File: src/hw/calc_pkg.sv
package calc_pkg;

  // width of one register and of each alu operand
  localparam int DATA_W = 4;

  // register number width
  localparam int ADDR_W = 2;

  // one register per address value
  localparam int NUM_REGS = 1 << ADDR_W;

  // msb of a data word, read as the sign in two's complement
  localparam int SIGN_BIT = DATA_W - 1;

  // opcode field width
  localparam int OP_W = 3;

  // register contents, immediate and alu result
  typedef logic [DATA_W-1:0] data_t;

  // read and write register numbers
  typedef logic [ADDR_W-1:0] reg_addr_t;

  // alu opcodes
  // all eight codes are decoded
  // 011 repeats and so the table has no hole
  typedef enum logic [OP_W-1:0] {
    // bitwise and
    OP_AND     = 3'b000,
    // bitwise or
    OP_OR      = 3'b001,
    // add, wraps modulo 16
    OP_ADD     = 3'b010,
    // second encoding of and
    OP_AND_ALT = 3'b011,
    // a and not immediate
    OP_AND_NOT = 3'b100,
    // a or not immediate
    OP_OR_NOT  = 3'b101,
    // subtract, wraps modulo 16
    OP_SUB     = 3'b110,
    // signed set-less-than, result is 0 or 1
    OP_SLT     = 3'b111
  } alu_op_e;

endpackage

File: src/hw/regfile_if.sv
interface regfile_if
  import calc_pkg::*;
();

  // register number for the read port
  reg_addr_t rd_addr;

  // contents of the selected register
  data_t     rd_data;

  // register number that takes the result
  reg_addr_t wr_addr;

  // alu result, written every cycle
  data_t     wr_data;

  // register file side
  // owns the storage so it drives read data
  modport rf (
    input  rd_addr,
    input  wr_addr,
    input  wr_data,
    output rd_data
  );

  // alu side
  // reads operand a and returns the result
  modport core (
    input  rd_data,
    output wr_data
  );

endinterface

File: src/hw/register_file.sv
module register_file
  import calc_pkg::*;
(
  input logic   clk,
  input logic   i_rst,
  regfile_if.rf rf
);

  // storage for all registers
  data_t regs [NUM_REGS];

  // write port
  // no enable so a result lands on every non-reset edge
  always_ff @(posedge clk) begin
    if (i_rst) begin
      // clear every register
      for (int i = 0; i < NUM_REGS; i++) begin
        regs[i] <= '0;
      end
    end else begin
      // selected register takes the alu result
      regs[rf.wr_addr] <= rf.wr_data;
    end
  end

  // read port
  // plain mux on rd_addr, zero cycles
  // a write to the same register shows up after the edge
  assign rf.rd_data = regs[rf.rd_addr];

  // write address and data come from the top ports and the alu
  // an unknown here would corrupt a register silently
  wr_known_a : assert property (
    @(posedge clk) disable iff (i_rst)
    !$isunknown({rf.wr_addr, rf.wr_data})
  ) else begin
    $error("register_file: unknown write address or data");
  end

endmodule

File: src/flat_wrapper.sv
// flat-port wrapper written by rule: the top's interface ports become plain ports
module register_file_flat import calc_pkg::*;
  (clk, i_rst, rf_rd_addr, rf_wr_addr, rf_wr_data, rf_rd_data);
  regfile_if rf_i ();
  input logic clk;
  input logic i_rst;
  input wire logic [$bits(rf_i.rd_addr)-1:0] rf_rd_addr;
  input wire logic [$bits(rf_i.wr_addr)-1:0] rf_wr_addr;
  input wire logic [$bits(rf_i.wr_data)-1:0] rf_wr_data;
  output wire logic [$bits(rf_i.rd_data)-1:0] rf_rd_data;
  assign rf_i.rd_addr = rf_rd_addr;
  assign rf_i.wr_addr = rf_wr_addr;
  assign rf_i.wr_data = rf_wr_data;
  assign rf_rd_data = rf_i.rd_data;
  register_file u_core (.clk(clk), .i_rst(i_rst), .rf(rf_i));
endmodule
File: config.mk
export PLATFORM = sky130hd
export DESIGN_NAME = register_file_flat
export DESIGN_NICKNAME = d
export VERILOG_FILES = /design/src/hw/calc_pkg.sv /design/src/hw/regfile_if.sv /design/src/hw/register_file.sv /design/src/flat_wrapper.sv
export SDC_FILE = /design/constraint.sdc
export NUM_CORES = 1
export LEC_CHECK = 0
export BUFFER_PORTS_ARGS = -buffer_cell sky130_fd_sc_hd__buf_2
export CORE_MARGIN = 3
export CORE_UTILIZATION = 40
export DETAILED_ROUTE_END_ITERATION = 7
export PLACE_DENSITY_LB_ADDON = 0.08
export SETUP_SLACK_MARGIN = 0.2
export SLEW_MARGIN = 30
export SYNTH_ARGS = -nofsm -noshare
export SYNTH_HDL_FRONTEND = slang
export SYNTH_SLANG_ARGS = --single-unit
File: constraint.sdc
create_clock -name clk -period 1.45 [get_ports clk]
set_input_delay 0.145 -clock clk [delete_from_list [all_inputs] [get_ports clk]]
set_output_delay 0.145 -clock clk [all_outputs]
set_load 0.005 [all_outputs]
=== Word-level counts from Yosys, hierarchy flattened ===
Memory sizes are Yosys's and may differ from the RTL's.
Cells that the tools add are included.

* Bits in registers: 0
* RAM bits: 16
* Output and inout port bits: 4
* Logic and storage cells: 8
* Memories: 1

* Multiplexer cells: 6
* Reduce and logical (&&, ||, !) cells: 1

{| class="wikitable"
|+ Memories
! name !! words !! width !! read ports !! clocked after memory_dff !! wr ports !! RTL line !! RTL
|-
| u_core.regs || 4 || 4 || 1 || 0 || 4 || register_file.sv:10 || <nowiki>data_t regs [NUM_REGS];</nowiki>
|}

{| class="wikitable"
|+ Operator list
! operator !! count
|-
| two-way mux 1 bit || 4
|-
| two-way mux 4 bit || 1
|-
| OR reduction 4 bit || 1
|-
| two-way mux 2 bit || 1
|}

=== Depth between registers and ports, before layout ===
Gate-level depths: netlist (run 1).

* Depth in word-level cells: 3
* Mapped depth: 2

=== Worst setup path before layout (run 1) ===
OpenSTA, ideal clock, no wires.

* Path type: reg-to-output
* From: mem u_core.regs[1][0] in the netlist's numbering
* To: out rf_rd_data[0]
* Data arrival time: 0.838 ns
* Setup slack: 0.467 ns
* Stages on the path, launching flop included: 2
* Buffers on the path: 0
* Cells stage by stage: edfxtp_1 > mux4_1

* Cells in the longest elaborated chain, start to end: 1

{| class="wikitable"
|+ RTL lines
! what !! RTL line !! RTL
|-
| start, declared || register_file.sv:10 ||
|-
| memory read (4 x 4 bit) || -- ||
|-
| end, declared || flat_wrapper.sv:10 || <nowiki>output wire logic [$bits(rf_i.rd_data)-1:0] rf_rd_data;</nowiki>
|}

No other way between the ends.

=== Final worst setup path (run 1) ===
* From: mem u_core.regs[0][3] in the netlist's numbering
* To: out rf_rd_data[3]

Same word-level chain as after synthesis.

==> results of run 1 <==
[kinds of logic (layout without fill, tap and decap cells)]
kind of cell	count (synthesis)	count (layout)	synth area share [%]
AO/OA/AOI/OAI	2	2	2.10
buffers and inverters	4	20	2.10
multiplexers	4	4	14.7
flip-flops	16	16	67.1
AND/OR/NAND/NOR	20	20	14.0
[layer usage]
layer / global-route usage (%) / wire length [um]
met3: 3.37 / 72
met5: 0 / 0
met1: 16.0 / 559
met2: 14.7 / 487
met4: 5.69 / 5
[metrics by stage]
stage          hold slack (ns)  total power [W]  cells
5_1_grt                  0.242         0.000930     86
3_3_place_gp             0.499         0.000668     83
6_report                 0.212         0.000883     86
3_5_place_dp             0.504         0.000667     83
2_1_floorplan            0.341         0.000620     46
4_1_cts                  0.219         0.000886     86
[cells in the final DEF, fill, tap and decap left out]
cell	Yosys	layout
mux4_2	0	4
edfxtp_1	16	16
a21o_1	1	1
buf_2	0	13
clkbuf_4	0	3
nand2b_1	8	8
o21bai_1	1	1
nor2_1	8	8
inv_1	4	4
nor3_1	4	4
[what timing repair did]
item,in CTS,in global routing
endpoints found under the setup margin,4,4
pin swaps,0,0
endpoints found under the hold margin,0,0
gates resized for setup,4,0
[area by class of cell]
type | count | share of cell area, %
multi-input combinational | 26 | 25.1
tap | 24 | 3.67
sequential | 16 | 58.7
timing repair buffer | 13 | 7.95
inverter | 4 | 1.83
clock buffer | 3 | 2.75
[worst max path at each step]
stage,depth (start not counted),start,to,slack [ns]
2_1_floorplan,1,u_core.regs[1][0],rf_rd_data[0],0.47
3_3_place_gp,2,u_core.regs[0][2],rf_rd_data[2],0.33
5_1_grt,2,u_core.regs[0][1],rf_rd_data[1],-0.01
3_5_place_dp,2,u_core.regs[0][2],rf_rd_data[2],0.34
4_1_cts,2,u_core.regs[0][3],rf_rd_data[3],0.05
6_report,2,u_core.regs[0][3],rf_rd_data[3],0.05
[power by group through the flow]
stage | registers, W | clock network (W) | logic (W)
2_1_floorplan | 0.000565 | 0 | 0.0000547
3_3_place_gp | 0.000571 | 0 | 0.0000971
3_5_place_dp | 0.000571 | 0 | 0.0000961
4_1_cts | 0.000563 | 0.000223 | 0.000100
5_1_grt | 0.000566 | 0.000254 | 0.000111
6_report | 0.000562 | 0.000223 | 0.0000990
[worst max-delay path: cells and delay by family, from the launching register on]
kind / cells / cell delay, ns
multiplexers: 1 / 0.45
buffers and inverters: 1 / 0.14
flip-flops: 1 / 0.39
==> results.toml, run 1 <==
[placed_design]
port_buffers = 13
postPlaceCellArea_um2 = 811
pre_cts_ws_ns = 0.337
routabilityCongestion = 0.616

[floorplanning]
coreArea_mm2 = 0.00159
io_pins = 14
die_h_um = 48.3
fp-row-count = 14
fp.dieW_um = 48.3
initial_core_util_pct = 44.9
dieArea_mm2 = 0.00233

[critical_path]
arrival_ns = 1.26
path_cells = "mux4_2 > buf_2"
crit_path_top_delay_cell = "mux4_2"
crit_required_ns = 1.31
crit_path_max_incr_delay_ns = 0.45
end_kind = "output port"
crit_type = "reg2out"
cp-start-kind = "register"
cp_max_fo = 1

[hold_path]
min_to = "u_core.regs[3][2]"
hold_path.class = "in2reg"
holdPathStages = 3
holdCritStartpoint = "rf_wr_data[2]"

[logic_synthesis]
ys_types = 8
yosys_most_used_dff = "edfxtp_1"
synth_top_cell_area_share_pct = 67.1
synth_cells = 46
yosysTopAreaCell = "edfxtp_1"
synth_seq_cells = 16
synthesis.nets = 56
yosys_warnings = 0
yosysSeqAreaShare_pct = 67.1
yosysMostFrequentCell = "edfxtp_1"
synthTopCellsByCount = "edfxtp_1, nand2b_1, nor2_1"
synth_area_leaders = "edfxtp_1, mux4_1, nand2b_1"
ys_async_sr_fraction_pct = 0
avgSynthCellArea_um2 = 15.6
synth-edff-count = 16
syn-cell-area_um2 = 716

[sta]
worst_pin_slew_ns = 0.386
finalCritPeriodShare_pct = 96.6
max_freq_mhz = 714
fin_tns_setup_ns = 0
grt_setup_unrepaired = "true"
setup_slack_ns = 0.0493
setup_viol = 0
hold_viol_final = 0
relSlewSlack_pct = 74.2
layout_min_cycle_time_ns = 1.40
maxSlewViolCount = 0

[pwr]
pwr-share-comb_pct = 11.2
p_leak_nw = 0.330
clock_power_share_pct = 25.2
swShare_pct = 21.0
intPower_w = 0.000698
p_seq_share_pct = 63.6
p_switching_w = 0.000186
power_density_mw_per_mm2 = 1080
ir_worst_vdd_mv = 0.407

[cells_and_area]
largest_reg_flops = 16
antenna_cells = 0
multi_input_area_um2 = 205
drive_gt1_share_pct = 32.3
fin_nets = 74
nFillCells = 151
fin_util_pct = 51.3
stdcell_area_um2 = 818
syn2layout_area_growth_pct = 14.3
top_regs = "u_core.regs x16"
top_register = "u_core.regs"
seq_area_um2 = 480

[global_route]
antenna_found_initial = 0
grt_pass1_vias = 414
grt_overflow = 0
grtUsageTotal_pct = 11.0
grt_pass1_wl_um = 1910
grt_max_degree = 9

[routing]
wirelength_um = 1120
vias = 416
routed_via_density = 4.84
firstDrtPassIters = 4
drtAntennaViolNets = 0
drtIter0Drc = 10
drc = 0
wire_per_inst_um = 13.1

[clock_tree]
clk_pin_slew_ns = 0.09
cts_tree = "built"
cts_buffer_depth = 2
htreeDepth = 1
cts.sinks = 16
ctsHoldBuffers = 0
numCtsBuffers = 3
postCtsSetupRepairBufs = 0
cts-root-buf = "clkbuf_4"

[status]
status = "completed"

[flow_run]
drv_cap = 0
Note: power is estimated with default switching activity, not from simulation.
==> run 2: changes to the inputs <==
GPL_TIMING_DRIVEN = 0   (was unset)
clock period = 1.6 ns   (was 1.45 ns; I/O delays follow)
==> results.toml, run 2 (synthesis gave the netlist of run 1 again) <==
[status]
status = "completed"

[placed_design]
routabilityCongestion = 0.722
dpl.hpwl_um = 961
port_buffers = 13

[routing]
drtIter0Drc = 11
wirelength_um = 1260
drc = 0
routed_via_density = 4.74
vias = 408
drtAntennaViolNets = 0
wire_per_inst_um = 14.7
firstDrtPassIters = 4

[pwr]
clock_power_share_pct = 24.8
p_switching_w = 0.000168
power_density_mw_per_mm2 = 979
p_total_w = 0.000801
pwr-share-comb_pct = 11.3
ir_worst_vdd_mv = 0.545
p_seq_share_pct = 63.9
p_leak_nw = 0.330
swShare_pct = 21.0
intPower_w = 0.000633

[sta]
layout_min_cycle_time_ns = 1.45
relSlewSlack_pct = 74.1
finalCritPeriodShare_pct = 90.7
hold_viol_final = 0
worst_pin_slew_ns = 0.387
fin_tns_setup_ns = 0
maxSlewViolCount = 0
grt_setup_unrepaired = "true"
max_freq_mhz = 689
setup_viol = 0

[cells_and_area]
final_common_cell = "edfxtp_1"
syn2layout_area_growth_pct = 14.3
top_regs = "u_core.regs x16"
drive_gt1_share_pct = 32.3
seq_area_um2 = 480
multi_input_area_um2 = 205
antenna_cells = 0
fin_nets = 74
top_register = "u_core.regs"
final_cell_mix = "edfxtp_1, buf_2, nand2b_1, nor2_1"
nFillCells = 143
largest_reg_flops = 16

[critical_path]
path_buf_inv = 1
path_cells = "mux4_2 > buf_2"
crit_path_top_delay_cell = "mux4_2"
cp-start-kind = "register"
end_kind = "output port"
crit_type = "reg2out"
crit_path_max_incr_delay_ns = 0.48
cp_max_fo = 1
path_delay_family = "multiplexers"
crit_required_ns = 1.44
arrival_ns = 1.29

[clock_tree]
numCtsBuffers = 3
clk_pin_slew_ns = 0.09
ctsHoldBuffers = 0
htreeDepth = 1
cts-root-buf = "clkbuf_4"
cts.sinks = 16
cts_buffer_depth = 2
cts_tree = "built"

[floorplanning]
dieArea_mm2 = 0.00233
fp-row-count = 14
die_h_um = 48.3
coreArea_mm2 = 0.00159
initial_core_util_pct = 44.9
io_pins = 14
fp.dieW_um = 48.3

[global_route]
grtUsageTotal_pct = 12.9
use_met3_pct = 3.99
grt_max_degree = 9
grt.busiest_layer = "met2"
grt_util_met2_pct = 18.3
antenna_found_initial = 0
grt_overflow = 0
grt_pass1_wl_um = 2100
grt_pass1_vias = 410
use_met1_pct = 17.1

[flow_run]
drv_cap = 0

[hold_path]
hold_path.class = "in2reg"
holdCritStartpoint = "rf_wr_data[3]"
holdPathStages = 3
min_to = "u_core.regs[3][3]"
run 2: cell counts in the layout (fill, tap and decap cells not counted):
Identical to the previous run, type by type.
run 2: worst max path at each step:
stage,from,to,slack (ns),depth (start not counted)
detailed placement,u_core.regs[1][2],rf_rd_data[2],0.39,2
global route,u_core.regs[2][2],rf_rd_data[2],0.09,2
CTS,u_core.regs[1][2],rf_rd_data[2],0.12,2
floorplan,u_core.regs[1][0],rf_rd_data[0],0.60,1
finish,u_core.regs[2][2],rf_rd_data[2],0.15,2
global placement,rf_rd_addr[0],rf_rd_data[3],0.44,3
run 2: per-layer routing:
layer  routed length (um)  part of all wire (%)
met1                  574                    45
met3                   76                   6.0
met4                    0                     0
met2                  611                    48
met5                    0                     0
run 2: layout make-up:
cell class | instances | share of cell area [%]
Sequential cell | 16 | 58.7
Multi-Input combinational cell | 26 | 25.1
Timing Repair Buffer | 13 | 7.95
Tap cell | 24 | 3.67
Clock buffer | 3 | 2.75
Inverter | 4 | 1.83
run 2: what timing repair did:
item	CTS	global route
endpoints found under the setup margin	4	4
pin swaps	0	0
resized for setup	4	0
setup buffers	0	0
run 2: through the flow:
step | util, % | setup slack (ns) | instances | hold slack [ns] | area (um2)
after floorplan | - | 0.602 | 46 | 0.356 | 716
after global placement | 50.9 | 0.439 | 83 | 0.508 | 811
after detailed placement | 50.9 | 0.387 | 83 | 0.506 | 811
after CTS | 51.3 | 0.124 | 86 | 0.210 | 818
after global routing | 51.3 | 0.0901 | 86 | 0.231 | 818
final | 51.3 | 0.148 | 86 | 0.213 | 818
run 2: power groups by stage:
stage	Combinational, W	Sequential [W]	Clock [W]
detailed placement	0.0000900	0.000520	0
global placement	0.0000887	0.000516	0
finish	0.0000906	0.000512	0.000199
CTS	0.0000926	0.000512	0.000208
floorplan	0.0000496	0.000512	0
global route	0.000102	0.000515	0.000238
